$ cat src/design/icache_pkg.sv
/* Shared geometry, vector types and refill states for the two-way instruction cache.
   Every cache module refers to these definitions by scoped name. */
package icache_pkg;

    // Address and data widths.
    localparam int ADDR_W   = 64;
    localparam int LINE_W   = 128;
    localparam int BEAT_W   = 64;

    // Cache geometry.
    localparam int SETS     = 64;
    localparam int INDEX_W  = 6;
    localparam int OFFSET_W = 4;
    localparam int TAG_W    = 22;
    localparam int WAYS     = 2;

    typedef logic [ADDR_W-1:0]  addr_t;
    typedef logic [LINE_W-1:0]  line_t;
    typedef logic [BEAT_W-1:0]  beat_t;
    typedef logic [TAG_W-1:0]   tag_t;
    typedef logic [INDEX_W-1:0] index_t;

    // Refill sequence, one state per beat plus a write cycle.
    typedef enum logic [1:0] {
        IDLE,
        BEAT0,
        BEAT1,
        DONE
    } refill_state_e;

endpackage
$ cat src/design/icache_lookup.sv
/* Stage 2 of the fetch pipeline: tag compare, line select and response handshake.
   Also decides request acceptance and hands misses to the refill engine. */
`timescale 1ns/10ps

module icache_lookup (
    input  logic                clk,
    input  logic                arst_n_i,
    input  logic                req_valid_i,
    input  icache_pkg::addr_t   req_addr_i,
    input  logic                resp_ready_i,
    input  logic                fence_i,
    input  icache_pkg::tag_t    tag0_i,
    input  icache_pkg::tag_t    tag1_i,
    input  logic                valid0_i,
    input  logic                valid1_i,
    input  icache_pkg::line_t   line0_i,
    input  icache_pkg::line_t   line1_i,
    input  logic                fill_done_i,
    input  icache_pkg::line_t   fill_line_i,
    output logic                req_ready_o,
    output logic                rd_en_o,
    output icache_pkg::index_t  rd_index_o,
    output logic                resp_valid_o,
    output icache_pkg::line_t   resp_data_o,
    output icache_pkg::addr_t   resp_addr_o,
    output logic                hit_en_o,
    output logic                hit_way_o,
    output logic                miss_start_o,
    output icache_pkg::addr_t   miss_addr_o
);

    logic              s2_valid_q;
    logic              s2_missed_q;
    logic              s2_filled_q;
    icache_pkg::addr_t s2_addr_q;
    icache_pkg::tag_t  s2_tag;
    logic              hit0;
    logic              hit1;
    logic              hit;
    logic              accept;
    logic              resp_fire;

    assign s2_tag = s2_addr_q[icache_pkg::OFFSET_W + icache_pkg::INDEX_W +: icache_pkg::TAG_W];

    assign hit0 = valid0_i && (tag0_i == s2_tag);
    assign hit1 = valid1_i && (tag1_i == s2_tag);
    assign hit  = s2_valid_q && (hit0 || hit1);

    // After a refill the array outputs are stale, so the refill line is shown.
    assign resp_valid_o = s2_valid_q && (s2_filled_q || hit);
    assign resp_data_o  = s2_filled_q ? fill_line_i : (hit1 ? line1_i : line0_i);
    assign resp_addr_o  = s2_addr_q;
    assign resp_fire    = resp_valid_o && resp_ready_i;

    // Accept when stage 2 drains this cycle or is empty.
    assign req_ready_o = !fence_i && (!s2_valid_q || resp_fire);
    assign accept      = req_valid_i && req_ready_o;
    assign rd_en_o     = accept;
    assign rd_index_o  = req_addr_i[icache_pkg::OFFSET_W +: icache_pkg::INDEX_W];

    assign hit_en_o  = resp_fire && !s2_filled_q;
    assign hit_way_o = hit1;

    // One refill per miss.
    assign miss_start_o = s2_valid_q && !hit && !s2_missed_q;
    assign miss_addr_o  = s2_addr_q;

    always_ff @(posedge clk or negedge arst_n_i) begin
        if (!arst_n_i) begin
            s2_valid_q  <= 1'b0;
            s2_missed_q <= 1'b0;
            s2_filled_q <= 1'b0;
        end else if (accept) begin
            s2_valid_q  <= 1'b1;
            s2_missed_q <= 1'b0;
            s2_filled_q <= 1'b0;
        end else begin
            if (resp_fire) begin
                s2_valid_q <= 1'b0;
            end
            if (miss_start_o) begin
                s2_missed_q <= 1'b1;
            end
            if (fill_done_i) begin
                s2_filled_q <= 1'b1;
            end
        end
    end

    always_ff @(posedge clk) begin
        if (accept) begin
            s2_addr_q <= req_addr_i;
        end
    end

endmodule

$ cat config.mk
export PLATFORM = sky130hd
export DESIGN_NAME = icache_lookup
export DESIGN_NICKNAME = d
export VERILOG_FILES = /design/src/design/icache_pkg.sv /design/src/design/icache_lookup.sv
export SDC_FILE = /design/constraint.sdc
export NUM_CORES = 1
export LEC_CHECK = 0
export ABC_CLOCK_PERIOD_IN_PS = 7500
export BUFFER_PORTS_ARGS = -buffer_cell sky130_fd_sc_hd__buf_2
export CORE_AREA = 2 2 299 301
export DETAILED_ROUTE_END_ITERATION = 6
export DIE_AREA = 0 0 301 303
export PLACE_DENSITY = 0.3
export SLEW_MARGIN = 15
export SYNTH_ARGS = -nofsm -noshare
export SYNTH_HDL_FRONTEND = slang
export SYNTH_SLANG_ARGS = --single-unit
$ cat constraint.sdc
create_clock -name clk -period 7.5 [get_ports clk]
set_clock_uncertainty 0.2 [all_clocks]
set_input_delay 0.75 -clock clk [delete_from_list [all_inputs] [get_ports clk]]
set_output_delay 0.75 -clock clk [all_outputs]
set_load 0.02 [all_outputs]
# --- Word level (Yosys, flattened, before mapping) ---
# Cells that the tools add are included.
op_classes:
  n_reduce_logical: 21
  muxes: 8
  n_eq_ne: 2
op_table:
  columns: ["operator", "n"]
  rows:
  - ["$mux W128", 2]
  - ["$eq A22 B22 Y1", 2]
  - ["$logic_and A1 B1 Y1", 10]
  - ["$mux W1", 6]
  - ["$reduce_bool A2 Y1", 3]
  - ["$logic_not A1 Y1", 5]
  - ["$logic_or A1 B1 Y1", 3]
totals:
  regBits: 67
  in_bits: 500
  word_cells: 35
  output_inout_bits: 268

# --- Longest topological paths before layout ---
logic_depth:
  ltp_word: 11
  ltp_mapped: 7
  mapped_depth_nobuf: 5

# --- Worst setup path after synthesis ---
# OpenSTA, ideal clock, no wires.
synth_timing:
  path_type: "input -> output"
  from: "in tag1_i[13]"
  to: "out rd_en_o"
  cell_stages: 6
  arrival_time_ns: 3.455
  slack_ns: 3.095
  path_buffers: 1
  t_required_ns: 6.550
  path_cell_list: "xnor2_1 -> nand4_1 -> nor4_1 -> clkbuf_1 -> o2bb2ai_1 -> o211a_1"
synth_between:
  elab_chain_cells: 10
synth_rtl:
  columns: ["element", "line_no", "source"]
  rows:
  - ["start, declared", "icache_lookup.sv:13", "input icache_pkg::tag_t tag1_i,"]
  - ["$eq A22 B22 Y1", "icache_lookup.sv:46", "assign hit1 = valid1_i && (tag1_i == s2_tag);"]
  - ["$logic_and A1 B1 Y1", "icache_lookup.sv:46", null]
  - ["$logic_or A1 B1 Y1", "icache_lookup.sv:47", "assign hit = s2_valid_q && (hit0 || hit1);"]
  - ["$logic_and A1 B1 Y1", "icache_lookup.sv:47", null]
  - ["$logic_or A1 B1 Y1", "icache_lookup.sv:50", "assign resp_valid_o = s2_valid_q && (s2_filled_q || hit);"]
  - ["$logic_and A1 B1 Y1", "icache_lookup.sv:50", null]
  - ["$logic_and A1 B1 Y1", "icache_lookup.sv:53", "assign resp_fire = resp_valid_o && resp_ready_i;"]
  - ["$logic_or A1 B1 Y1", "icache_lookup.sv:56", "assign req_ready_o = !fence_i && (!s2_valid_q || resp_fire);"]
  - ["$logic_and A1 B1 Y1", "icache_lookup.sv:56", null]
  - ["$logic_and A1 B1 Y1", "icache_lookup.sv:57", "assign accept = req_valid_i && req_ready_o;"]
  - ["end, declared", "icache_lookup.sv:21", "output logic rd_en_o,"]
# Every way passes these cells.

# --- Worst setup path after layout ---
layout_timing:
  from: "reg s2_addr_q[30], in the netlist miss_addr_o[30]"
  to: "out resp_data_o[29]"
layout_between:
  elab_chain_cells: 4
layout_rtl:
  columns: ["element", "line_no", "source"]
  rows:
  - ["start, declared", "icache_lookup.sv:35", "icache_pkg::addr_t s2_addr_q;"]
  - ["start signal, assigned", "icache_lookup.sv:92", "s2_addr_q <= req_addr_i;"]
  - ["$eq A22 B22 Y1", "icache_lookup.sv:46", null]
  - ["$logic_and A1 B1 Y1", "icache_lookup.sv:46", null]
  - ["$mux W128 (2 in series)", "icache_lookup.sv:51", "assign resp_data_o = s2_filled_q ? fill_line_i : (hit1 ? line1_i : line0_i);"]
  - ["end, declared", "icache_lookup.sv:24", "output icache_pkg::line_t resp_data_o,"]
# Every way passes these cells.

==> results.cfg <==
[worst_setup_path]
arrival_ns = 4.02
reg2reg_setup_slack_ns = 3.42
crit_type = flop to primary output
crit_path_end_kind = primary output
reg2regPathDepth = 7
crit_required_ns = 6.55
r2r-end = miss_addr_o[28]
cp-start-kind = flop
reg2reg_from = miss_addr_o[13]
path_max_fanout = 66

[hold_path]
holdCritPathClass = input pin to flop
holdPathStages = 1
holdPathEnd = miss_addr_o[53]
worstHoldStart = req_addr_i[53]

[global_routing]
grt_pass1_wl_um = 73300
grtUsageMet3_pct = 2.62
grt-ovfl-total = 0
met1_usage_pct = 13.1
antenna_found_initial = 12
grt_pass1_vias = 9380
busiest_layer = met2
grt_start_max_net_pins = 199
grt_use_met2_pct = 21.6
grtUsageTotal_pct = 11.4

[routing]
ant_nets = 0
drc = 0
routed-via-count = 9358
wl_um = 56500
drt-wirelength-per-cell_um = 21.4
first_pass_iters = 5
viasPerCell = 3.54
detail_route.iter0.violations = 556

[floorplan]
io_pins = 768
fp-row-count = 109
die-area_um2 = 91200
core_area_um2 = 88000
die_w_um = 301
initial_core_util_pct = 7.71
die_h_um = 303

[cts]
clock_path_buffers = 2
root_buffer = clkbuf_16
clk_latency_ns = 0.36
htree_levels = 3
clock-sinks = 67
cts.repair.resized = 0
cts_setup_buffers = 0
cts_tree = done
clkTransAtPathRegs_ns = 0.07
numCtsBuffers = 9
ctsHoldBuffers = 1

[final_layout]
area_growth_syn_to_layout_pct = 72.3
design_area_um2 = 11700
layout_common_cells = 768 x buf_2, 131 x nand2_1, 129 x inv_1
final_common_cell = buf_2
final_nets = 1969
drive_above_1_share_pct = 54.5

[timing]
rsz0062_at_grt = no
hold_viol = 0
min_period_ns = 4.97
finalSetupViolCount = 0
relSlewSlack_pct = 23.1
max_freq_ghz = 0.201
worst_slew_pin_slew_ns = 1.14
setup_tns_ns = 0
drv_slew = 0
fin_ws_ns = 2.53
min_period_over_period_pct = 66.3

[logic_synthesis]
synth_xor_area_share_pct = 5.68
ys.flop_type = edfxtp_1
ys_ff_latch = 67
netlist_area_um2 = 6780
syn_avg_cell_area_um2 = 8.15
synthMuxAreaShare_pct = 0
ys_seq_area_share_pct = 29.4
yosysUniqueCellTypes = 37
synth-edff-count = 64
syn_inst = 832
synth_top_family_by_area = simple AND/OR/NAND/NOR gates
synth_fp_nets = 1332
synthSimpleGateAreaFrac_pct = 27.3
synth_compound_area_share_pct = 17.9
synth_fa_ha_area_share_pct = 0
yosys_warnings = 0
synthArstFlopShare_pct = 4.48

[pwr]
power.leakage_nw = 5.39
power_density_nw_per_um2 = 155
vdd_ir_drop_max_uv = 153

[place]
port_buffers = 767
dp_hpwl_um = 48400
routabilityCongestion = 0.815
post_dp_cell_area_um2 = 11400
preCtsSetupSlack_ns = 2.28

[outcome]
status = completed

[flow_run]
cap_violations = 0
==> worst max-delay path by stage <==
stage | slack [ns] | cells after the start | startpoint | to
2_1_floorplan | 3.10 | 6 | tag1_i[13] | rd_en_o
3_3_place_gp | 2.06 | 9 | tag1_i[20] | resp_data_o[31]
3_5_place_dp | 2.28 | 9 | tag1_i[20] | resp_data_o[26]
4_1_cts | 2.20 | 8 | miss_addr_o[30] | resp_data_o[26]
5_1_grt | 2.13 | 8 | miss_addr_o[30] | resp_data_o[29]
6_report | 2.53 | 8 | miss_addr_o[30] | resp_data_o[29]
==> per-layer routing <==
metal | vias to the layer above | share of wire (%) | routed length [µm]
li1 | 4283 | - | -
met1 | 4501 | 39 | 22200
met2 | 518 | 52 | 29600
met3 | 46 | 7.1 | 4000
met4 | 10 | 1.3 | 726
met5 | - | 0.15 | 82
==> worst max-delay path, stage by stage (launching register included) <==
cell and delay [ns]:
edfxtp_1 0.48, xnor2_1 0.51, nand4_1 0.23, nor4_2 0.38, buf_4 0.23, and2_4 0.57
buf_12 0.31, o311ai_0 0.40, buf_2 0.31
==> area by class of cell <==
cell class | count | area [µm²]
multi-input combinational | 481 | 3480
clock inverter | 7 | 58.8
tap | 1165 | 1460
sequential | 67 | 2000
timing repair buffer | 781 | 3980
antenna | 1 | 2.50
inverter | 129 | 484
fill | 10300 | 76300
clock buffer | 9 | 225
==> cells in the mapped netlist, types with 2 or more instances <==
cell / instances / area share (%)
dfrtp_1: 3 / 1.1
nand4b_1: 128 / 17
o21a_1: 2 / 0.22
o311ai_0: 127 / 16
nand4_1: 13 / 1.2
nor2_1: 3 / 0.17
xor2_1: 17 / 2.2
edfxtp_1: 64 / 28
clkbuf_1: 83 / 4.6
a21oi_1: 2 / 0.15
inv_1: 129 / 7.1
xnor2_1: 27 / 3.5
nor4_1: 5 / 0.46
nand3_1: 3 / 0.22
nand2_1: 131 / 7.2
or4_1: 3 / 0.33
buf_4: 70 / 7.7
nand2b_1: 2 / 0.18
nor3_1: 2 / 0.15
==> sequential cells by signal (all words and copies together), names as in the netlist <==
register	cells
miss_addr_o	64
s2_filled_q	1
s2_missed_q	1
s2_valid_q	1
==> where the power goes <==
group	internal [mW]	switching (mW)	leakage (nW)
Clock	0.230	0.201	0.139
Sequential	0.439	0.0310	0.622
Combinational	0.319	0.588	4.63
Total	0.988	0.820	5.39
==> logic make-up after synthesis <==
family	Yosys count
flip-flops	67
AND/OR/NAND/NOR	297
XOR/XNOR	44
buffers and inverters	284
AO/OA/AOI/OAI	140
==> metrics by stage <==
| stage | util (%) | power (mW) | cells | hold WS, ns |
|---|---|---|---|---|
| 3_5_place_dp | 13.0 | 1.41 | 2622 | 0.350 |
| 4_1_cts | 13.3 | 1.86 | 2639 | 0.329 |
| 2_1_floorplan | - | 0.948 | 832 | 0.254 |
| 6_report | 13.3 | 1.81 | 2640 | 0.357 |
| 3_3_place_gp | 12.9 | 1.42 | 2621 | 0.353 |
| 5_1_grt | 13.3 | 1.91 | 2639 | 0.337 |
Note: power is estimated with default switching activity, not from simulation.
