--- config.mk ---
export PLATFORM = sky130hd
export DESIGN_NAME = icache_tag_store
export DESIGN_NICKNAME = d
export VERILOG_FILES = /design/src/design/icache_pkg.sv /design/src/design/icache_tag_store.sv
export SDC_FILE = /design/constraint.sdc
export NUM_CORES = 2
export LEC_CHECK = 0
export BUFFER_PORTS_ARGS = -buffer_cell sky130_fd_sc_hd__buf_2
export CAP_MARGIN = 20
export CORE_MARGIN = 10
export CORE_UTILIZATION = 35
export DETAILED_ROUTE_END_ITERATION = 6
export PLACE_DENSITY_LB_ADDON = 0.3
export RECOVER_POWER = 100
export SYNTH_ARGS = -nofsm -noshare
export SYNTH_HDL_FRONTEND = slang
export SYNTH_SLANG_ARGS = --single-unit
--- constraint.sdc ---
create_clock -name clk -period 2.7 [get_ports clk]
set_input_delay 0.135 -clock clk [delete_from_list [all_inputs] [get_ports clk]]
set_output_delay 0.135 -clock clk [all_outputs]
set_load 0.01 [all_outputs]
--- src/design/icache_pkg.sv ---
/* Shared geometry, vector types and refill states for the two-way instruction cache.
   Every cache module refers to these definitions by scoped name. */
package icache_pkg;

    // Address and data widths.
    localparam int ADDR_W   = 64;
    localparam int LINE_W   = 128;
    localparam int BEAT_W   = 64;

    // Cache geometry.
    localparam int SETS     = 64;
    localparam int INDEX_W  = 6;
    localparam int OFFSET_W = 4;
    localparam int TAG_W    = 22;
    localparam int WAYS     = 2;

    typedef logic [ADDR_W-1:0]  addr_t;
    typedef logic [LINE_W-1:0]  line_t;
    typedef logic [BEAT_W-1:0]  beat_t;
    typedef logic [TAG_W-1:0]   tag_t;
    typedef logic [INDEX_W-1:0] index_t;

    // Refill sequence, one state per beat plus a write cycle.
    typedef enum logic [1:0] {
        IDLE,
        BEAT0,
        BEAT1,
        DONE
    } refill_state_e;

endpackage
--- src/design/icache_tag_store.sv ---
/* Tag, valid and LRU state for both ways of the instruction cache.
   Gives a registered read of the fetched set and a direct view of the refill set. */
`timescale 1ns/10ps

module icache_tag_store (
    input  logic                          clk,
    input  logic                          arst_n_i,
    input  logic                          rd_en_i,
    input  icache_pkg::index_t            rd_index_i,
    input  logic                          hit_en_i,
    input  logic                          hit_way_i,
    input  logic                          fill_en_i,
    input  logic                          fill_way_i,
    input  icache_pkg::index_t            fill_index_i,
    input  icache_pkg::tag_t              fill_tag_i,
    input  logic                          fence_i,
    output icache_pkg::tag_t              tag0_o,
    output icache_pkg::tag_t              tag1_o,
    output logic                          valid0_o,
    output logic                          valid1_o,
    output logic                          lru_way_o,
    output logic [icache_pkg::WAYS-1:0]   set_valid_o
);

    icache_pkg::tag_t            tag_q [icache_pkg::WAYS][icache_pkg::SETS];
    logic [icache_pkg::WAYS-1:0] valid_q [icache_pkg::SETS];
    logic [icache_pkg::SETS-1:0] lru_q;

    // Set held by stage 2, used for the LRU update on a hit.
    icache_pkg::index_t          rd_index_q;

    always_ff @(posedge clk) begin
        if (fill_en_i) begin
            tag_q[fill_way_i][fill_index_i] <= fill_tag_i;
        end
    end

    // Valid and LRU bits. Fence clears every line in one cycle.
    always_ff @(posedge clk or negedge arst_n_i) begin
        if (!arst_n_i) begin
            for (int s = 0; s < icache_pkg::SETS; s++) begin
                valid_q[s] <= '0;
            end
            lru_q <= '0;
        end else if (fence_i) begin
            for (int s = 0; s < icache_pkg::SETS; s++) begin
                valid_q[s] <= '0;
            end
        end else if (fill_en_i) begin
            valid_q[fill_index_i][fill_way_i] <= 1'b1;
            lru_q[fill_index_i]               <= ~fill_way_i;
        end else if (hit_en_i) begin
            lru_q[rd_index_q] <= ~hit_way_i;
        end
    end

    always_ff @(posedge clk) begin
        if (rd_en_i) begin
            tag0_o     <= tag_q[0][rd_index_i];
            tag1_o     <= tag_q[1][rd_index_i];
            rd_index_q <= rd_index_i;
        end
    end

    always_ff @(posedge clk or negedge arst_n_i) begin
        if (!arst_n_i) begin
            valid0_o <= 1'b0;
            valid1_o <= 1'b0;
        end else if (rd_en_i) begin
            valid0_o <= valid_q[rd_index_i][0];
            valid1_o <= valid_q[rd_index_i][1];
        end
    end

    // Victim choice looks at the refill set directly.
    assign set_valid_o = valid_q[fill_index_i];
    assign lru_way_o   = lru_q[fill_index_i];

endmodule

[Yosys cells after proc, flatten, opt, wreduce, memory -nomap -nowiden]
Memories as Yosys holds them, arrays and structs flattened.
Cells that the tools add are included.
Cells by class
  add/subtract/negate cells: 0
  multiply operators: 0
  div/mod/pow operators: 0
  magnitude comparators: 9
  equal/unequal tests: 0
  shifts and indexed selects: 0
  mux-type cells: 32
  bitwise operators: 6
  reductions and logical operators: 7
Operators by type and width (number)
  $mux 1408: 1
  $bmux 22 s6: 2
  $mux 128: 2
  $demux 22 s6: 1
  $bwmux 64: 2
  $mux 64: 2
  $or 128x128->128: 1
  $mux 22: 5
  $bmux 2 s6: 2
  $ge 7x7->1 const B: 2
  $lt 6x7->1 const B: 2
  $not 6->7: 2
  $demux 1 s6: 2
  $demux 2 s6: 1
  $ge 6x1->1 const B: 2
  $mux 2: 5
  $lt 7x1->1 const B: 1
  $bmux 1 s6: 1
  $mux 1: 5
  $logic_and 1x1->1: 4
  $reduce_bool 2->1: 2
  $not 1->1: 3
  $lt 1x2->1 const B: 1
  $reduce_and 2->1: 1
  other kinds (2): 2
Word-level totals
  register bits: 244
  bits in latches: 0
  memory bits (writable): 2816
  memory bits (read-only): 0
  input port bits: 42
  output and inout bits: 49
  logic and storage cells: 125
  memories: 1
Memories
  tag_q: words 2, bits a word 1408, read ports 2, clocked after Yosys merged registers in 0, write ports 1, RTL line icache_tag_store.sv:25  | icache_pkg::tag_t tag_q [icache_pkg::WAYS][icache_pkg::SETS];

[Longest topological paths before layout]
  depth after elaboration: 9
  mapped depth: 11
  mapped depth without buffers: 6

[Worst setup path before layout]
No wires, ideal clock.
  path type: input to register
  from: in fill_index_i[2]
  to: mem tag_q[0][1012] (netlist name) (enable)
  setup time: 0.404 ns
  data arrival time: 2.332 ns
  data required time: 2.296 ns
  setup slack: -0.036 ns
  stages on the path: 7
  path buffers: 3
  cells stage by stage: buf_2 -> buf_2 -> nor2_2 -> nand2_1 -> or2_2 -> buf_2 -> nor2_1
On the way
  word-level cells in the longest chain between the ends: 6
  elaborated cells on any way between the ends: 7
  those cells by class: order compare: 2; mux: 3; bitwise: 1; reduce/logical: 1
Ends and longest elaborated chain
  from (decl): RTL line icache_tag_store.sv:14  | input icache_pkg::index_t fill_index_i,
  $not 6->7 (implied by the code) *: RTL line icache_tag_store.sv:34  | tag_q[fill_way_i][fill_index_i] <= fill_tag_i;
  $ge 7x7->1 (implied by the code) or $lt 7x1->1 (tied branches): RTL line icache_tag_store.sv:34
  $logic_and 1x1->1 (implied by the code): RTL line icache_tag_store.sv:34
  $mux 22 (implied by the code): RTL line icache_tag_store.sv:34
  $demux 22 s6 *: RTL line icache_tag_store.sv:34
  $mux 1408 (implied by the code) *: RTL line icache_tag_store.sv:34
  to (decl): RTL line icache_tag_store.sv:25
Mark *: on every way between the ends. The rest lies on a longest branch, timed or not.

[Worst setup path in the final report]
  from: in rd_index_i[5]
  to: reg tag1_o[5] (data pin)
On the way
  word-level cells in the longest chain between the ends: 4
Ends and longest elaborated chain
  from (decl): RTL line icache_tag_store.sv:9  | input icache_pkg::index_t rd_index_i,
  $not 6->7 (implied by the code): RTL line icache_tag_store.sv:60  | tag1_o <= tag_q[1][rd_index_i];
  $bmux 22 s6: RTL line icache_tag_store.sv:60
  $mux 22 (implied by the code) (2 in series): RTL line icache_tag_store.sv:60
  to (signal assigned): RTL line icache_tag_store.sv:60
  to (decl): RTL line icache_tag_store.sv:18  | output icache_pkg::tag_t tag1_o,
No other way between the ends. The select of a mux whose other input is x is not followed.
A chain may end at the register's enable or synchronous reset.

==> impl_metrics.env <==
export IMPL_clk_pin_slew_ps=60
export IMPL_worst_slew_pin_slew_ps=2080
export IMPL_drc_errors=0
export IMPL_fin_nets=6239
export IMPL_synth_area_leader_cell="edfxtp_1"
export IMPL_yosys_area_top_type_share_pct=72.2
export IMPL_finalMaxSlewViolations=1312
export IMPL_required_ps=3410
export IMPL_period_share_pct=110
export IMPL_power_leakage_nw=44.2
export IMPL_finalHoldViolations=0
export IMPL_fin_area_um2=139000
export IMPL_final_setup_skew_ps=53.1
export IMPL_synth_xor_area_share_pct=0
export IMPL_synth_compound_area_share_pct=2.55
export IMPL_cts_tree="yes"
export IMPL_die_area_um2=364000
export IMPL_r2r_cells=4
export IMPL_clock_root_buffer="clkbuf_16"
export IMPL_gp_congestion=0.902
export IMPL_synth_area_per_cell_um2=21.5
export IMPL_layout_common_cells="edfxtp_1, mux4_2, nor2_1, clkbuf_16, buf_4"
export IMPL_hold_path_class="in -> reg"
export IMPL_relSlewSlack_pct=-38.8
export IMPL_whs_ps=59.1
export IMPL_synthAdderAreaFrac_pct=0
export IMPL_synth_ff_type="edfxtp_1"
export IMPL_pin_count=91
export IMPL_ys_ff_latch=3060
export IMPL_antenna_found_initial=38
export IMPL_drt_iter0_markers=7694
export IMPL_grt_pass1_wl_um=493000
export IMPL_fmax_ghz=0.337
export IMPL_vias=62011
export IMPL_fill_cells=29931
export IMPL_netlist_area_um2=119000
export IMPL_synthCells=5544
export IMPL_synth_edf_count=2866
export IMPL_synth_area_leaders="edfxtp_1, mux4_2, dfrtp_1"
export IMPL_cts_max_path_buffers=4
export IMPL_area_delta_synth_final_pct=16.9
export IMPL_antenna_left=0
export IMPL_crit_type="in -> reg"
export IMPL_layout_drive_gt1_share_pct=30.3
export IMPL_dr_pass1_iters=6
export IMPL_ir_drop_mv=0.505
export IMPL_async_reset_ff_share_pct=6.34
export IMPL_port_buffers=90
export IMPL_critPathCaptureType="flip-flop"
export IMPL_dp_hpwl_um=209000
export IMPL_outcome="finished with violations"
export IMPL_die_w_um=604
export IMPL_setup_viol=404
export IMPL_initial_core_util_pct=35.1
export IMPL_worstHoldPathCells=4
export IMPL_grt_start_max_net_pins=129
export IMPL_synth_distinct_cells=55
export IMPL_synth_simple_gate_area_share_pct=2.62
export IMPL_wire_per_inst_um=32.0
export IMPL_p_per_area_nw_per_um2=732
export IMPL_grt_pass1_vias=62672
export IMPL_ys_warnings_count=0
export IMPL_dieHeight_um=604
export IMPL_arrival_ps=3670
export IMPL_num_rows=214
export IMPL_synth_top_family_by_area="multiplexers"
export IMPL_worst_slack_ps=-268
export IMPL_fin_cells=11009
export IMPL_place_area_um2=132000
export IMPL_grt_use_total_pct=18.8
export IMPL_rsz0062_at_grt="yes"
export IMPL_critPathLaunchType="input pin"
export IMPL_numCtsBuffers=316
export IMPL_synthMuxAreaShare_pct=17.2
export IMPL_cts_sinks=3060
export IMPL_grt_overflow=0
export IMPL_wirelength_um=352000
export IMPL_core_area_um2=340000
export IMPL_seq_area_frac_synth_pct=76.3
export IMPL_total_power_mw=102
export IMPL_placed_cells=10378
export IMPL_final_min_clock_period_ps=2970
export IMPL_worstPathMaxFanout=39
export IMPL_syn_nets=5586
export IMPL_violations="capacitance limit, slew limit, setup timing"
export IMPL_htreeDepth=5
export IMPL_final_common_cell="edfxtp_1"
export IMPL_maxCapViolations=20
export IMPL_fin_util_pct=41.0
export IMPL_vias_per_cell=5.63
export IMPL_worstSkewPairLatency_ps=890
[report_power, final]
part	leakage (nW)	internal [mW]	switching, mW
Combinational	10.8	2.33	3.55
Clock	4.94	25.2	18.2
Sequential	28.5	52.4	0.355
Total	44.2	79.9	22.1
[registers in the layout, summed over array words and instances, names as in the netlist]
| name | cells |
|---|---|
| valid_q | 128 |
| tag0_o | 22 |
| tag_q | 2816 |
| valid1_o | 1 |
| valid0_o | 1 |
| rd_index_q | 6 |
| tag1_o | 22 |
| lru_q | 64 |
[worst paths after layout]
path / slack (ps) / endpoint / from
setup / recovery: -270 / tag1_o[5] / rd_index_i[5]
hold / removal: 60 / tag0_o[14] / rd_index_i[4]
setup reg to reg: 40 / tag0_o[11] / tag_q[0][1243]
hold reg to reg: 510 / lru_q[1] / lru_q[1]
max in group asynchronous: 230 / lru_q[51] / arst_n_i
min in group asynchronous: 500 / valid_q[96] / arst_n_i
[stage by stage]
stage                     TNS (ps)  worst slack (ps)
after floorplan              -5670             -35.8
after global placement      -11070             -1120
after detailed placement     -9780              -890
after CTS                     -480              -172
after global routing        -25650              -209
final                       -29530              -268
[synthesized netlist by cell type, types with 15 or more instances]
master,count
buf_1,35
buf_2,98
a221oi_1,31
o22ai_1,66
dfrtp_1,194
a21oi_1,77
nand2_1,97
buf_4,35
mux2_2,15
edfxtp_1,2866
mux2i_1,35
mux4_2,887
a22oi_1,141
nor2b_1,29
clkbuf_1,167
nand3_1,37
a31oi_1,65
nor2_1,534
[area by class of cell]
| cell class | count | area [um^2] | area share, % |
|---|---|---|---|
| Multi-Input combinational cell | 2137 | 27100 | 19.5 |
| Tap cell | 4536 | 5680 | 4.07 |
| Timing Repair Buffer | 676 | 5330 | 3.83 |
| Antenna cell | 27 | 67.6 | 0.0485 |
| Sequential cell | 3060 | 90900 | 65.3 |
| Clock buffer | 390 | 8380 | 6.01 |
| Inverter | 6 | 22.5 | 0.0162 |
| Clock inverter | 177 | 1800 | 1.29 |
[cells by family (layout without fill, tap and decap cells)]
group	count (synthesis)	in the layout
flip-flops	3060	3060
AND/OR/NAND/NOR	757	757
buffers and inverters	347	1249
multiplexers	937	937
AO/OA/AOI/OAI	443	443
other	0	27
[timing repair]
item	4_1_cts	5_1_grt
endpoints found under the setup margin	6	4
hold endpoints to repair	1814	0
pin swaps	10	6
hold buffers	30	0
buffers inserted	6	1
resized for setup	22	8
[critical path: stages]
cell and delay (ps):
dlygate4sd3_1 670, clkbuf_1 830, clkbuf_2 540, nor2b_1 220, buf_6 540, a22oi_1 520
nand2_1 160
[per-layer routing]
layer / part of all wire, % / wire (um) / vias to the layer above / track usage [%]
li1: - / - / 24621 / -
met1: 41 / 144000 / 33769 / 26.6
met2: 47 / 166000 / 2946 / 29.7
met3: 8.4 / 29700 / 657 / 3.53
met4: 3.4 / 12000 / 18 / 5.69
met5: 0.030 / 104 / - / 0
No activity file was read; power rests on OpenSTA's default activity.
