### config.mk
export PLATFORM = sky130hd
export DESIGN_NAME = icache_refill
export DESIGN_NICKNAME = d
export VERILOG_FILES = /design/src/design/icache_pkg.sv /design/src/design/icache_refill.sv
export SDC_FILE = /design/constraint.sdc
export NUM_CORES = 1
export LEC_CHECK = 0
export BUFFER_PORTS_ARGS = -buffer_cell sky130_fd_sc_hd__buf_4
export CAP_MARGIN = 5
export CORE_AREA = 5 5 138 140
export CTS_BUF_LIST = sky130_fd_sc_hd__clkbuf_4
export DETAILED_ROUTE_END_ITERATION = 12
export DIE_AREA = 0 0 143 145
export PLACE_DENSITY = 0.68
export SLEW_MARGIN = 20
export SYNTH_ARGS = -nofsm -noshare
export SYNTH_HDL_FRONTEND = slang
export SYNTH_SLANG_ARGS = --single-unit
### constraint.sdc
create_clock -name clk -period 3.4 [get_ports clk]
set_input_delay 0.68 -clock clk [delete_from_list [all_inputs] [get_ports clk]]
set_output_delay 0.68 -clock clk [all_outputs]
set_load 0.02 [all_outputs]
### src/design/icache_pkg.sv
/* Shared geometry, vector types and refill states for the two-way instruction cache.
   Every cache module refers to these definitions by scoped name. */
package icache_pkg;

    // Address and data widths.
    localparam int ADDR_W   = 64;
    localparam int LINE_W   = 128;
    localparam int BEAT_W   = 64;

    // Cache geometry.
    localparam int SETS     = 64;
    localparam int INDEX_W  = 6;
    localparam int OFFSET_W = 4;
    localparam int TAG_W    = 22;
    localparam int WAYS     = 2;

    typedef logic [ADDR_W-1:0]  addr_t;
    typedef logic [LINE_W-1:0]  line_t;
    typedef logic [BEAT_W-1:0]  beat_t;
    typedef logic [TAG_W-1:0]   tag_t;
    typedef logic [INDEX_W-1:0] index_t;

    // Refill sequence, one state per beat plus a write cycle.
    typedef enum logic [1:0] {
        IDLE,
        BEAT0,
        BEAT1,
        DONE
    } refill_state_e;

endpackage
### src/design/icache_refill.sv
/* Refill engine for cache misses. Fetches a line as two 64-bit beats,
   picks the victim way and writes tag and line in one cycle. */
`timescale 1ns/10ps

module icache_refill (
    input  logic                          clk,
    input  logic                          arst_n_i,
    input  logic                          miss_start_i,
    input  icache_pkg::addr_t             miss_addr_i,
    input  logic [icache_pkg::WAYS-1:0]   set_valid_i,
    input  logic                          lru_way_i,
    input  logic                          mem_valid_i,
    input  icache_pkg::beat_t             mem_data_i,
    output logic                          mem_req_o,
    output icache_pkg::addr_t             mem_addr_o,
    output logic                          fill_en_o,
    output logic                          fill_way_o,
    output icache_pkg::index_t            fill_index_o,
    output icache_pkg::tag_t              fill_tag_o,
    output icache_pkg::line_t             fill_line_o,
    output logic                          fill_done_o
);

    icache_pkg::refill_state_e state_q;
    logic                      mem_req_q;
    icache_pkg::addr_t         miss_addr_q;
    icache_pkg::line_t         line_q;
    logic                      beat0_take;
    logic                      beat1_take;
    logic                      victim_way;

    assign beat0_take = (state_q == icache_pkg::BEAT0) && mem_valid_i;
    assign beat1_take = (state_q == icache_pkg::BEAT1) && mem_req_q && mem_valid_i;

    // Request drops for one cycle between the two beats.
    always_ff @(posedge clk or negedge arst_n_i) begin
        if (!arst_n_i) begin
            state_q   <= icache_pkg::IDLE;
            mem_req_q <= 1'b0;
        end else begin
            case (state_q)
                icache_pkg::IDLE: begin
                    if (miss_start_i) begin
                        state_q   <= icache_pkg::BEAT0;
                        mem_req_q <= 1'b1;
                    end
                end
                icache_pkg::BEAT0: begin
                    if (beat0_take) begin
                        state_q   <= icache_pkg::BEAT1;
                        mem_req_q <= 1'b0;
                    end
                end
                icache_pkg::BEAT1: begin
                    if (!mem_req_q) begin
                        mem_req_q <= 1'b1;
                    end else if (beat1_take) begin
                        state_q   <= icache_pkg::DONE;
                        mem_req_q <= 1'b0;
                    end
                end
                icache_pkg::DONE: begin
                    state_q <= icache_pkg::IDLE;
                end
                default: begin
                    state_q <= icache_pkg::IDLE;
                end
            endcase
        end
    end

    // Beat 0 is the low half of the line.
    always_ff @(posedge clk) begin
        if ((state_q == icache_pkg::IDLE) && miss_start_i) begin
            miss_addr_q <= miss_addr_i;
        end
        if (beat0_take) begin
            line_q[icache_pkg::BEAT_W-1:0] <= mem_data_i;
        end
        if (beat1_take) begin
            line_q[icache_pkg::LINE_W-1:icache_pkg::BEAT_W] <= mem_data_i;
        end
    end

    // Lowest invalid way first, otherwise the least recently used one.
    always_comb begin
        if (!set_valid_i[0]) begin
            victim_way = 1'b0;
        end else if (!set_valid_i[1]) begin
            victim_way = 1'b1;
        end else begin
            victim_way = lru_way_i;
        end
    end

    assign mem_req_o  = mem_req_q;
    assign mem_addr_o = {miss_addr_q[icache_pkg::ADDR_W-1:icache_pkg::OFFSET_W],
                         (state_q == icache_pkg::BEAT1),
                         {(icache_pkg::OFFSET_W-1){1'b0}}};

    assign fill_en_o    = (state_q == icache_pkg::DONE);
    assign fill_done_o  = (state_q == icache_pkg::DONE);
    assign fill_way_o   = victim_way;
    assign fill_index_o = miss_addr_q[icache_pkg::OFFSET_W +: icache_pkg::INDEX_W];
    assign fill_tag_o   = miss_addr_q[icache_pkg::OFFSET_W + icache_pkg::INDEX_W +:
                                      icache_pkg::TAG_W];
    assign fill_line_o  = line_q;

endmodule

=== Word-level counts from Yosys, hierarchy flattened ===
Index checks and enable logic that the tools add are counted.

* Equal/unequal tests: 7
* Muxes and demuxes: 12
* Reductions and logical operators: 8

{| class="wikitable"
|+ Operators by type and width
! cell !! count
|-
| 2-bit two-way mux || 4
|-
| 2-bit case mux with 4 select lines || 1
|-
| 1-bit two-way mux || 6
|-
| 2-bit equality test (second input constant) || 2
|-
| 1-bit logical AND || 4
|-
| 2-bit by 1-bit != test with 1-bit output (second input constant) || 2
|-
| 2-bit != test (second input constant) || 2
|-
| 4-bit AND reduction || 1
|-
| 1-bit case mux with 3 select lines || 1
|-
| 3-bit AND reduction || 1
|-
| 3-bit nonzero test || 1
|-
| 2-bit by 1-bit equality test with 1-bit output (second input constant) || 1
|-
| 2-bit logical NOT || 1
|}

* Input bits: 135
* Register bits: 195

=== Longest topological paths before layout ===
Gate-level depths: netlist (run 1).

* Depth after elaboration: 6
* Mapped depth: 5
* Mapped depth without buffers: 5

=== Least setup slack after synthesis (run 1) ===
Ideal clock, no wire load.

* Path kind: in2reg
* Start: input mem_valid_i
* End: register line_q[0] (netlist: fill_line_o[0]) (enable)
* Data arrival time: 2.187 ns
* Slack: 0.785 ns
* Library setup time: 0.429 ns
* Buffers on the path: 0
* Stages on the path: 1
* Required time: 2.971 ns
* Cell sequence: and2_1

* Word-level cells in the longest chain between the ends: 1

{| class="wikitable"
|+ RTL lines
! element !! RTL line !! source
|-
| from (decl) || icache_refill.sv:12 || <nowiki>input logic mem_valid_i,</nowiki>
|-
| 1-bit logical AND || icache_refill.sv:32 || <nowiki>assign beat0_take = (state_q == icache_pkg::BEAT0) && mem_valid_i;</nowiki>
|-
| to (signal, indexed assignment) || icache_refill.sv:78 || <nowiki>line_q[icache_pkg::BEAT_W-1:0] <= mem_data_i;</nowiki>
|-
| to (signal, indexed assignment) || icache_refill.sv:81 || <nowiki>line_q[icache_pkg::LINE_W-1:icache_pkg::BEAT_W] <= mem_data_i;</nowiki>
|-
| to (decl) || icache_refill.sv:27 || <nowiki>icache_pkg::line_t line_q;</nowiki>
|}

Every way passes these cells.
A chain may end at the register's enable or synchronous reset.

=== Final worst setup path (run 1) ===
* Start: register state_q[0]
* End: output mem_addr_o[3]

* Word-level cells in the longest chain between the ends: 1

{| class="wikitable"
|+ RTL lines
! element !! RTL line !! source
|-
| from (decl) || icache_refill.sv:24 || <nowiki>icache_pkg::refill_state_e state_q;</nowiki>
|-
| from (signal assigned) || icache_refill.sv:38 || <nowiki>state_q <= icache_pkg::IDLE;</nowiki>
|-
| from (signal assigned) || icache_refill.sv:44 || <nowiki>state_q <= icache_pkg::BEAT0;</nowiki>
|-
| from (signal assigned) || icache_refill.sv:50 || <nowiki>state_q <= icache_pkg::BEAT1;</nowiki>
|-
| 2-bit equality test || icache_refill.sv:98 || <nowiki>(state_q == icache_pkg::BEAT1),</nowiki>
|-
| to (decl) || icache_refill.sv:15 || <nowiki>output icache_pkg::addr_t mem_addr_o,</nowiki>
|}

Every way passes these cells.

==> metrics.md, run 1 <==
| Metric | Value |
|---|---|
| Critical Path RT | 2.72 ns |
| DRC | 0 |
| Post-DRT Antenna Nets | 0 |
| Leak | 0.00374 uW |
| First drt pass iteration count | 4 |
| Worst-path clk slew | 0.16 ns |
| Slew headroom | 0.384 |
| Pins Over Slew Limit | 0 |
| Syn avg cell area | 25.0 um^2 |
| Worst hold margin | 0.304 ns |
| Multi-input gate area | 188 um^2 |
| Initial Util | 0.347 |
| Seq/Total Area, Yosys | 0.930 |
| PortBufs | 351 |
| Fraction of layout cells with a size suffix above 1 | 0.652 |
| Largest net degree at the start of global routing | 65 |
| Clk_skew | 0.0175 ns |
| Outcome | completed |
| Clk_lat worst skew | 0.53 ns |
| CP max FO | 6 |
| Final #Nets | 730 |
| Final core utilization | 0.518 |
| Met1 Resource Use GR | 0.145 |
| Total negative slack | 0 ns |
| Vias in the first global route | 3870 |
| Final Non-Filler Cells | 835 |
| Hold Path Class | in -> reg |
| Site Rows | 49 |
| DP Cell Count | 800 |
| Period utilization | 0.650 |
| Cell area after synthesis | 6150 um^2 |
| Int Pwr | 4150 uW |
| Clock root buffer master | clkbuf_4 |
| Post-CTS Setup Bufs | 0 |
| First-pass GRT wire length | 23000 um |
| Final GP Congestion | 0.777 |
| Clock power share | 0.196 |
| Sink Count | 191 |
| Die ar. | 20700 um^2 |
| YS warnings | 0 |
| Most Crowded Layer GR | met2 |
| WL final | 16000 um |
| Pwr dens | 663 nW/um^2 |
| Logic pwr share | 0.277 |
| H-tree levels | 4 |
| FMAX | 452 MHz |
| Final hold viol count | 0 |
| Sw Share | 0.319 |
| CP Launch Type | flop |
| # fillers | 1466 |
| Die Width | 143 um |
| Critical path arrival | 1.53 ns |
| Clk buf depth | 2 |
| Reg power frac | 0.527 |
| CTS tree | built |
| Vias per cell | 4.28 |
| CP Class | reg -> out |
| Core Region | 17700 um^2 |
| Gate Count Post-Synth | 246 |
| RSZ-0062 raised after global routing | no |
| Post-route cell area | 9180 um^2 |
| Synthesis-to-finish area growth | 49.3% |
| Cell Area, Placed | 8880 um^2 |
| Drt first-iter violations | 117 |
| Grt met2 use | 0.269 |
| Initial antenna violation count | 2 |
| Measured slew at the worst slew-check pin | 0.924 ns |
| Yosys reg bits | 191 |
| Peak supply drop | 0.000312 V |
| DP HPWL | 12500 um |
| Die Height | 145 um |
| MaxCap Viol Count | 0 |
| # resized after CTS | 0 |
| Hold_buf cts | 1 |
| Num CTS Buffers | 17 |
| Routed len/inst | 19.2 um |
| Vias | 3577 |
| Final setup violation count | 0 |
| IO Pins | 359 |
| Synth unique cells | 20 |
| Grt ovf | 0 |
| GR Util met3 | 0.0694 |
| Gr usage total | 0.148 |
| Crit path time final | 2.21 ns |
| Area occupied by registers | 5720 um^2 |
| NetSw | 1940 uW |
| Worst Setup End Kind | output port |
## Yosys cell counts
cell | count | area share
nor2b_2 | 1 | 0.0014
o21ai_1 | 1 | 0.00081
ha_1 | 4 | 0.0081
and2_1 | 2 | 0.0020
a211o_1 | 1 | 0.0014
mux2_4 | 1 | 0.0024
a21boi_1 | 1 | 0.0012
conb_1 | 1 | 0.00061
nor2b_4 | 1 | 0.0022
dfrtp_1 | 3 | 0.012
nand2_1 | 1 | 0.00061
and3_2 | 1 | 0.0012
buf_4 | 32 | 0.039
o32a_2 | 1 | 0.0018
o31ai_1 | 1 | 0.0012
inv_1 | 3 | 0.0018
a21boi_0 | 1 | 0.0012
edfxtp_1 | 188 | 0.92
o21ai_0 | 1 | 0.00081
nor3_2 | 1 | 0.0016
## cell families after synthesis
group | count (synthesis) | share of synthesized area
compound gates | 7 | 0.00855
fa+ha+maj | 4 | 0.00814
buf+inv | 35 | 0.0409
flops | 191 | 0.930
mux | 1 | 0.00244
other cells | 1 | 0.000610
simple gates | 7 | 0.00915
## final timing paths
check	startpoint	to	slack (ns)	depth (start not counted)
worst max-delay path	state_q[0]	mem_addr_o[3]	1.19	3
worst min-delay path	miss_addr_i[15]	miss_addr_q[15]	0.30	1
worst max register to register	state_q[0]	fill_line_o[117]	1.27	4
worst min register to register	mem_req_o	mem_req_o	0.54	1
max in group asynchronous	arst_n_i	mem_req_o	2.80	2
min in group asynchronous	arst_n_i	state_q[0]	0.49	2
## power groups by stage
stage                     clock network, uW  logic (uW)  registers (uW)
final                                  1190        1690            3210
after global placement                    0        1690            3250
after global routing                   1370        1790            3240
after detailed placement                  0        1720            3270
after CTS                              1250        1720            3210
after floorplan                           0         469            3680
## sequential cells by signal (all words and copies together) (netlist names)
name         cells
fill_line_o    128
miss_addr_q     60
state_q          2
mem_req_o        1
## area by class of cell
class                   instances  area share
inverters                       3     0.00123
clock buffers                  18      0.0147
clock inverters                14      0.0163
diodes                          2    0.000545
flip-flops and latches        191       0.623
repair buffers                356       0.293
well taps                     229      0.0312
multi-input cells              22      0.0204
## through the flow
step                      setup slack [ns]  power, uW
after floorplan                      0.785       4150
after global placement                1.24       4940
after detailed placement              1.21       4990
after CTS                             1.11       6190
after global routing                  1.07       6400
final                                 1.19       6090
## routing by layer
metal  wire length (um)  vias up
met2               8670      228
li1                   -     1616
met4                296        0
met3               2050       13
met1               5020     1720
met5                  0        -
## cells in the final DEF, fill, tap and decap left out, drive strengths merged
master | Yosys | layout
a211o | 1 | 1
a21boi | 2 | 2
and2 | 2 | 2
and3 | 1 | 1
buf | 32 | 355
bufinv | 0 | 1
clkbuf | 0 | 18
clkinv | 0 | 6
conb | 1 | 3
dfrtp | 3 | 3
diode | 0 | 2
dlygate4sd3 | 0 | 1
edfxtp | 188 | 188
ha | 4 | 4
inv | 3 | 10
mux2 | 1 | 1
nand2 | 1 | 1
nor2b | 2 | 2
nor3 | 1 | 1
o21ai | 2 | 2
o31ai | 1 | 1
o32a | 1 | 1
## worst max-delay path, stage by stage, from the launching register on
cell     delay (ns)
dfrtp_1        0.45
inv_1          0.11
ha_1           0.25
buf_4          0.18
(Power assumes the default switching activity.)
==> inputs of run 2 (changes only) <==
ABC_AREA = 1   (was default)
CORE_AREA = 5 5 134 136   (was 5 5 138 140)
DIE_AREA = 0 0 139 141   (was 0 0 143 145)
PLACE_DENSITY = 0.72   (was 0.68)
clock period = 2.1 ns   (was 3.4 ns; I/O delays follow)
==> metrics.md, run 2 <==
| Metric | Value |
|---|---|
| CP Launch Type | flop |
| IO Pins | 359 (unchanged) |
| Seq/Total Area, Yosys | 0.927 (-0.00339) |
| Commonest cells after routing, fill and taps aside | 354 x buf_4, 188 x edfxtp_1, 122 x dlygate4sd3_1, 17 x clkbuf_4, 11 x nand2_1 |
| Critical Path RT | 1.68 ns (-1.04 ns) |
| Outcome | completed |
| Cell area after synthesis | 6170 um^2 (+0.37%) |
| Critical path arrival | 1.52 ns (about the same) |
| Syn avg cell area | 23.6 um^2 (-5.8%) |
| Clk_lat worst skew | 0.54 ns (about the same) |
| Int Pwr | 6950 uW (+68%) |
| FMAX | 515 MHz |
| Clk buf depth | 2 (unchanged) |
| Vias in the first global route | 4697 (+21%) |
| YS warnings | 0 (unchanged) |
| Worst Setup End Kind | output port |
| Largest net degree at the start of global routing | 52 (-20%) |
| Initial Util | 0.367 (+0.0200) |
| Post-synth EDFFs | 188 (unchanged) |
| Async SR Flop Fraction | 0.0157 (unchanged) |
| Synth top cells by count | 188 x edfxtp_1, 32 x buf_4, 11 x inv_1, 11 x nand2_1, 4 x ha_1 |
| CTS tree | built |
| Bufs and invs on worst path | 2 (unchanged) |
| Logic pwr share | 0.291 (+0.014) |
| Clock power share | 0.208 (+0.012) |
| Peak supply drop | 0.000602 V (+93%) |
| Fraction of layout cells with a size suffix above 1 | 0.534 (-0.118) |
| Die Height | 141 um (-2.8%) |
| Pins Over Slew Limit | 0 (unchanged) |
| DRC | 0 (unchanged) |
| NetSw | 3380 uW (+74%) |
| Routed len/inst | 19.6 um (+2.1%) |
| Period utilization | 0.924 |
| Synth area leaders | edfxtp_1 91%, buf_4 3.9%, dfrtp_1 1.2%, ha_1 0.81%, inv_1 0.67% |
| Total negative slack | 0 ns (unchanged) |
| Vias per cell | 4.35 (+1.6%) |
| Num CTS Buffers | 17 (unchanged) |
| Sink Count | 191 (unchanged) |
| Hold_buf cts | 121 (+120) |
| Stages on worst setup path | 3 (unchanged) |
| Crit-path leading delay family | flip-flops |
| Final setup violation count | 0 (unchanged) |
| Gr usage total | 0.191 (+0.0423) |
| Synthesis-to-finish area growth | 70.2% |
| Worst hold margin | 0.0708 ns (-0.233 ns) |
| Vias | 4225 (+18%) |
| Site Rows | 48 (-2.0%) |
| Initial antenna violation count | 4 (+2) |
| Hold Path Depth | 1 (unchanged) |
| Drt first-iter violations | 196 (+68%) |
| WL final | 19000 um (+19%) |
| First-pass GRT wire length | 28000 um (+22%) |
| Final hold viol count | 0 (unchanged) |
| CP max FO | 4 (-2) |
| Worst r2r path cells | 5 (+1) |
| Die Width | 139 um (-2.8%) |
| Post-CTS Setup Bufs | 0 (unchanged) |
| Gate Count Post-Synth | 262 (+6.5%) |
| Cell taking the most area after synthesis | edfxtp_1 |
| Post-DRT Antenna Nets | 0 (unchanged) |
| PortBufs | 351 (unchanged) |
| Post-synth top area share | 0.915 (-0.00335) |
| Die ar. | 19600 um^2 (-5.5%) |
| RSZ-0062 raised after global routing | no |
| Hold Path Class | in -> reg |
| H-tree levels | 4 (unchanged) |
| Grt ovf | 0 (unchanged) |
| CP Class | reg -> out |
| Top_reg_cell synth | edfxtp_1 |
| Core Region | 16800 um^2 (-5.1%) |
| DP HPWL | 13200 um (+5.8%) |
| Largest stage delay on the critical path | 0.45 ns (about the same) |
| Final GP Congestion | 0.827 (+6.4%) |
| Sw Share | 0.327 (+0.00856) |
| Worst path cell trace | inv_1 -> ha_1 -> buf_4 |
| Clock root buffer master | clkbuf_4 |
| # resized after CTS | 0 (unchanged) |
| First drt pass iteration count | 5 (+1) |
| Final #Nets | 869 (+19%) |
| Synth unique cells | 15 (-25%) |
| Leak | 0.00432 uW (+15%) |
| Max reg flops | 128 (unchanged) |
| MaxCap Viol Count | 0 (unchanged) |
| Worst-path clk slew | 0.17 ns (about the same) |
| Pwr dens | 984 nW/um^2 (+48%) |
| Yosys reg bits | 191 (unchanged) |
| Most common cell after layout, fill and taps aside | buf_4 |
| Clk_skew | 0.0230 ns (+0.00550 ns) |
| Crit path time final | 1.94 ns |
| Most frequent cell after synthesis | edfxtp_1 |
| Reg power frac | 0.501 (-0.026) |
| Slowest-stage cell, CP | dfrtp_1 |
-- run 2: metal layers --
metal / up-vias / track usage / share of wire
li1: 1897 / - / -
met1: 2040 / 0.187 / 0.32
met2: 251 / 0.355 / 0.55
met3: 35 / 0.0818 / 0.10
met4: 2 / 0.0721 / 0.025
met5: - / 0 / 0.00037
-- run 2: layout make-up --
cell class | count | area [um^2]
clock buffers | 17 | 128
fillers | 1216 | 6310
well taps | 225 | 282
diodes | 3 | 7.51
inverters | 11 | 48.8
flip-flops and latches | 191 | 5720
clock inverters | 15 | 193
multi-input cells | 30 | 185
repair buffers | 479 | 3940
-- run 2: kinds of logic after synthesis --
logic type | Yosys count | share of synthesized area
simple gates | 21 | 0.0168
fa+ha+maj | 4 | 0.00811
flops | 191 | 0.927
buf+inv | 43 | 0.0456
compound gates | 2 | 0.00203
other cells | 1 | 0.000608
-- run 2: power by group through the flow --
stage                     registers [uW]  logic [uW]  clock network (uW)
after floorplan                     5910         798                   0
after global placement              5240        2770                   0
after detailed placement            5260        2830                   0
after CTS                           5170        3030                2200
after global routing                5240        3170                2370
final                               5180        3000                2150
-- run 2: final timing paths --
check                           slack (ns)         endpoint      startpoint
worst max-delay path                  0.16    mem_addr_o[3]      state_q[0]
worst min-delay path                  0.07  fill_line_o[58]  mem_data_i[58]
worst max register to register        0.35  miss_addr_q[62]      state_q[0]
worst min register to register        0.57       state_q[1]      state_q[1]
max in group asynchronous             1.83       state_q[1]        arst_n_i
min in group asynchronous             0.18        mem_req_o        arst_n_i
-- run 2: through the flow --
stage	instance area [um^2]	setup WS (ns)	util	power, uW	cells
2_1_floorplan	6190	-0.191	-	6710	264
3_3_place_gp	8950	0.446	0.532	8010	814
3_5_place_dp	8950	0.402	0.532	8090	814
4_1_cts	10500	0.0951	0.624	10400	967
5_1_grt	10500	0.0495	0.625	10800	971
6_report	10500	0.159	0.625	10300	971
==> inputs of run 3 (changes only) <==
clock period = 1.8 ns   (was 2.1 ns; I/O delays follow)
==> metrics.md, run 3 (synthesis gave the netlist of run 2 again) <==
| Metric | Value |
|---|---|
| Int Pwr | 8160 uW (+17%) |
| Clk buf depth | 2 (unchanged) |
| DP HPWL | 12900 um (-2.7%) |
| Vias in the first global route | 4754 (+1.2%) |
| Worst Setup End Kind | flop |
| Pins Over Slew Limit | 0 (unchanged) |
| DRC | 0 (unchanged) |
| Crit path from | state_q[0] |
| WL met2 | 10500 um (-0.50%) |
| Die Width | 139 um (unchanged) |
| Final #Nets | 879 (+1.2%) |
| Sw Share | 0.327 (about the same) |
| Clk_skew | 0.0288 ns (+0.00578 ns) |
| Reg2reg setup slack | 0.04 ns (-0.31 ns) |
| Total negative slack | 0 ns (unchanged) |
| Peak supply drop | 0.000612 V (+1.6%) |
| Clock power share | 0.191 (-0.017) |
| Hold Path Class | in -> async |
| Commonest cells after routing, fill and taps aside | 356 x buf_4, 188 x edfxtp_1, 125 x dlygate4sd3_1, 19 x clkbuf_4, 9 x nand2_1 |
| Clock root buffer master | clkbuf_4 |
| CP Class | reg -> reg |
| FMAX | 568 MHz |
| Worst-path clk slew | 0.15 ns (-0.02 ns) |
| First drt pass iteration count | 4 (-1) |
| CP max FO | 60 (+56) |
| Drt first-iter violations | 219 (+12%) |
| Worst Setup EP | miss_addr_q[35] |
| CP Launch Type | flop |
| Area occupied by registers | 5720 um^2 (about the same) |
| Fraction of layout cells with a size suffix above 1 | 0.548 (+0.0142) |
| Highest metal used | met4 |
| Most common cell after layout, fill and taps aside | buf_4 |
| Critical path arrival | 2.01 ns (+0.49 ns) |
| Worst r2r path cells | 7 (+2) |
| WL final | 19100 um (about the same) |
| Gr usage total | 0.189 (-0.00189) |
| PortBufs | 351 (unchanged) |
| Post-DRT Antenna Nets | 0 (unchanged) |
| R2r startpoint | state_q[0] |
| Largest net degree at the start of global routing | 61 (+17%) |
| Worst hold margin | 0.112 ns (+0.0411 ns) |
| H-tree levels | 4 (unchanged) |
| Crit path time final | 1.76 ns |
| # fillers | 1208 (-0.66%) |
| Initial antenna violation count | 2 (-2) |
| Grt ovf | 0 (unchanged) |
| Initial Util | 0.367 (unchanged) |
| Outcome | completed |
| MaxCap Viol Count | 0 (unchanged) |
| IO Pins | 359 (unchanged) |
| RSZ-0062 raised after global routing | yes |
| First-pass GRT wire length | 27500 um (-1.7%) |
| WL met1 | 6400 um (+4.7%) |
| CTS tree | built |
| RR Endpoint | miss_addr_q[35] |
| Final hold viol count | 0 (unchanged) |
| Site Rows | 48 (unchanged) |
| Vias | 4191 (-0.80%) |
| Clk_lat worst skew | 0.57 ns (+0.03 ns) |
| Period utilization | 0.978 |
| Die Height | 141 um (unchanged) |
| Pwr dens | 1140 nW/um^2 (+16%) |
| Core Region | 16800 um^2 (unchanged) |
| Num CTS Buffers | 17 (unchanged) |
| Die ar. | 19600 um^2 (unchanged) |
| Wire length on met3 | 1740 um (-9.9%) |
| Logic pwr share | 0.309 (+0.018) |
| Multi-input gate area | 218 um^2 (+18%) |
| Leak | 0.00435 uW (+0.87%) |
| Vias per cell | 4.28 (-1.7%) |
| Reg power frac | 0.500 (about the same) |
| Routed len/inst | 19.4 um (-0.91%) |
| Critical Path RT | 2.05 ns (+0.37 ns) |
| Synthesis-to-finish area growth | 72.2% |
| Final GP Congestion | 0.774 (-6.5%) |
| Sink Count | 191 (unchanged) |
| Total Power | 12100 uW (+17%) |
| Max reg flops | 128 (unchanged) |
| NetSw | 3970 uW (+17%) |
| Final setup violation count | 0 (unchanged) |
run 3: worst max-delay path, stage by stage, from the launching register on:
cell,delay [ns]
dfrtp_2,0.47
inv_2,0.09
buf_4,0.10
buf_4,0.09
ha_1,0.22
nand2_2,0.09
clkinvlp_4,0.08
buf_12,0.27
run 3: repair_timing:
action | 4_1_cts | 5_1_grt
hold buffers | 125 | 0
resized for setup | 4 | 3
pin swaps | 1 | 2
gates cloned | 0 | 1
setup endpoints to repair | 3 | 8
hold endpoints to repair | 191 | 0
buffers inserted | 4 | 3
run 3: power by group through the flow:
stage | Sequential, uW | Combinational, uW | Clock (uW)
3_3_place_gp | 6110 | 3270 | 0
3_5_place_dp | 6140 | 3350 | 0
5_1_grt | 6130 | 3930 | 2610
6_report | 6060 | 3740 | 2320
2_1_floorplan | 6910 | 965 | 0
4_1_cts | 6030 | 3670 | 2400
run 3: per-layer routing:
layer,vias to the layer above,track usage
met5,-,0
met4,0,0.0644
met2,233,0.352
met1,2013,0.184
li1,1917,-
met3,28,0.0879
run 3: worst min path at each step:
stage                             to  slack, ns  startpoint  depth (start not counted)
after floorplan            mem_req_o       0.06    arst_n_i                          0
after global placement    state_q[1]       0.15    arst_n_i                          1
after detailed placement  state_q[1]       0.16    arst_n_i                          1
after CTS                 state_q[1]       0.05    arst_n_i                          2
after global routing      state_q[1]       0.03    arst_n_i                          2
final                     state_q[1]       0.11    arst_n_i                          2
run 3: stage by stage:
stage                     setup slack [ns]  cells  utilization  area, um^2
after floorplan                     -0.282    264            -        6210
after global placement               0.268    813        0.534        8980
after detailed placement             0.219    813        0.534        8980
after CTS                          -0.0126    974        0.628       10600
after global routing               -0.0332    980        0.632       10600
final                               0.0398    980        0.632       10600
run 3: layout make-up:
type / instances / area share
flip-flops and latches: 191 / 0.538
repair buffers: 489 / 0.382
well taps: 225 / 0.0265
multi-input cells: 30 / 0.0205
clock inverters: 13 / 0.0140
clock buffers: 19 / 0.0134
inverters: 11 / 0.00459
diodes: 2 / 0.000471
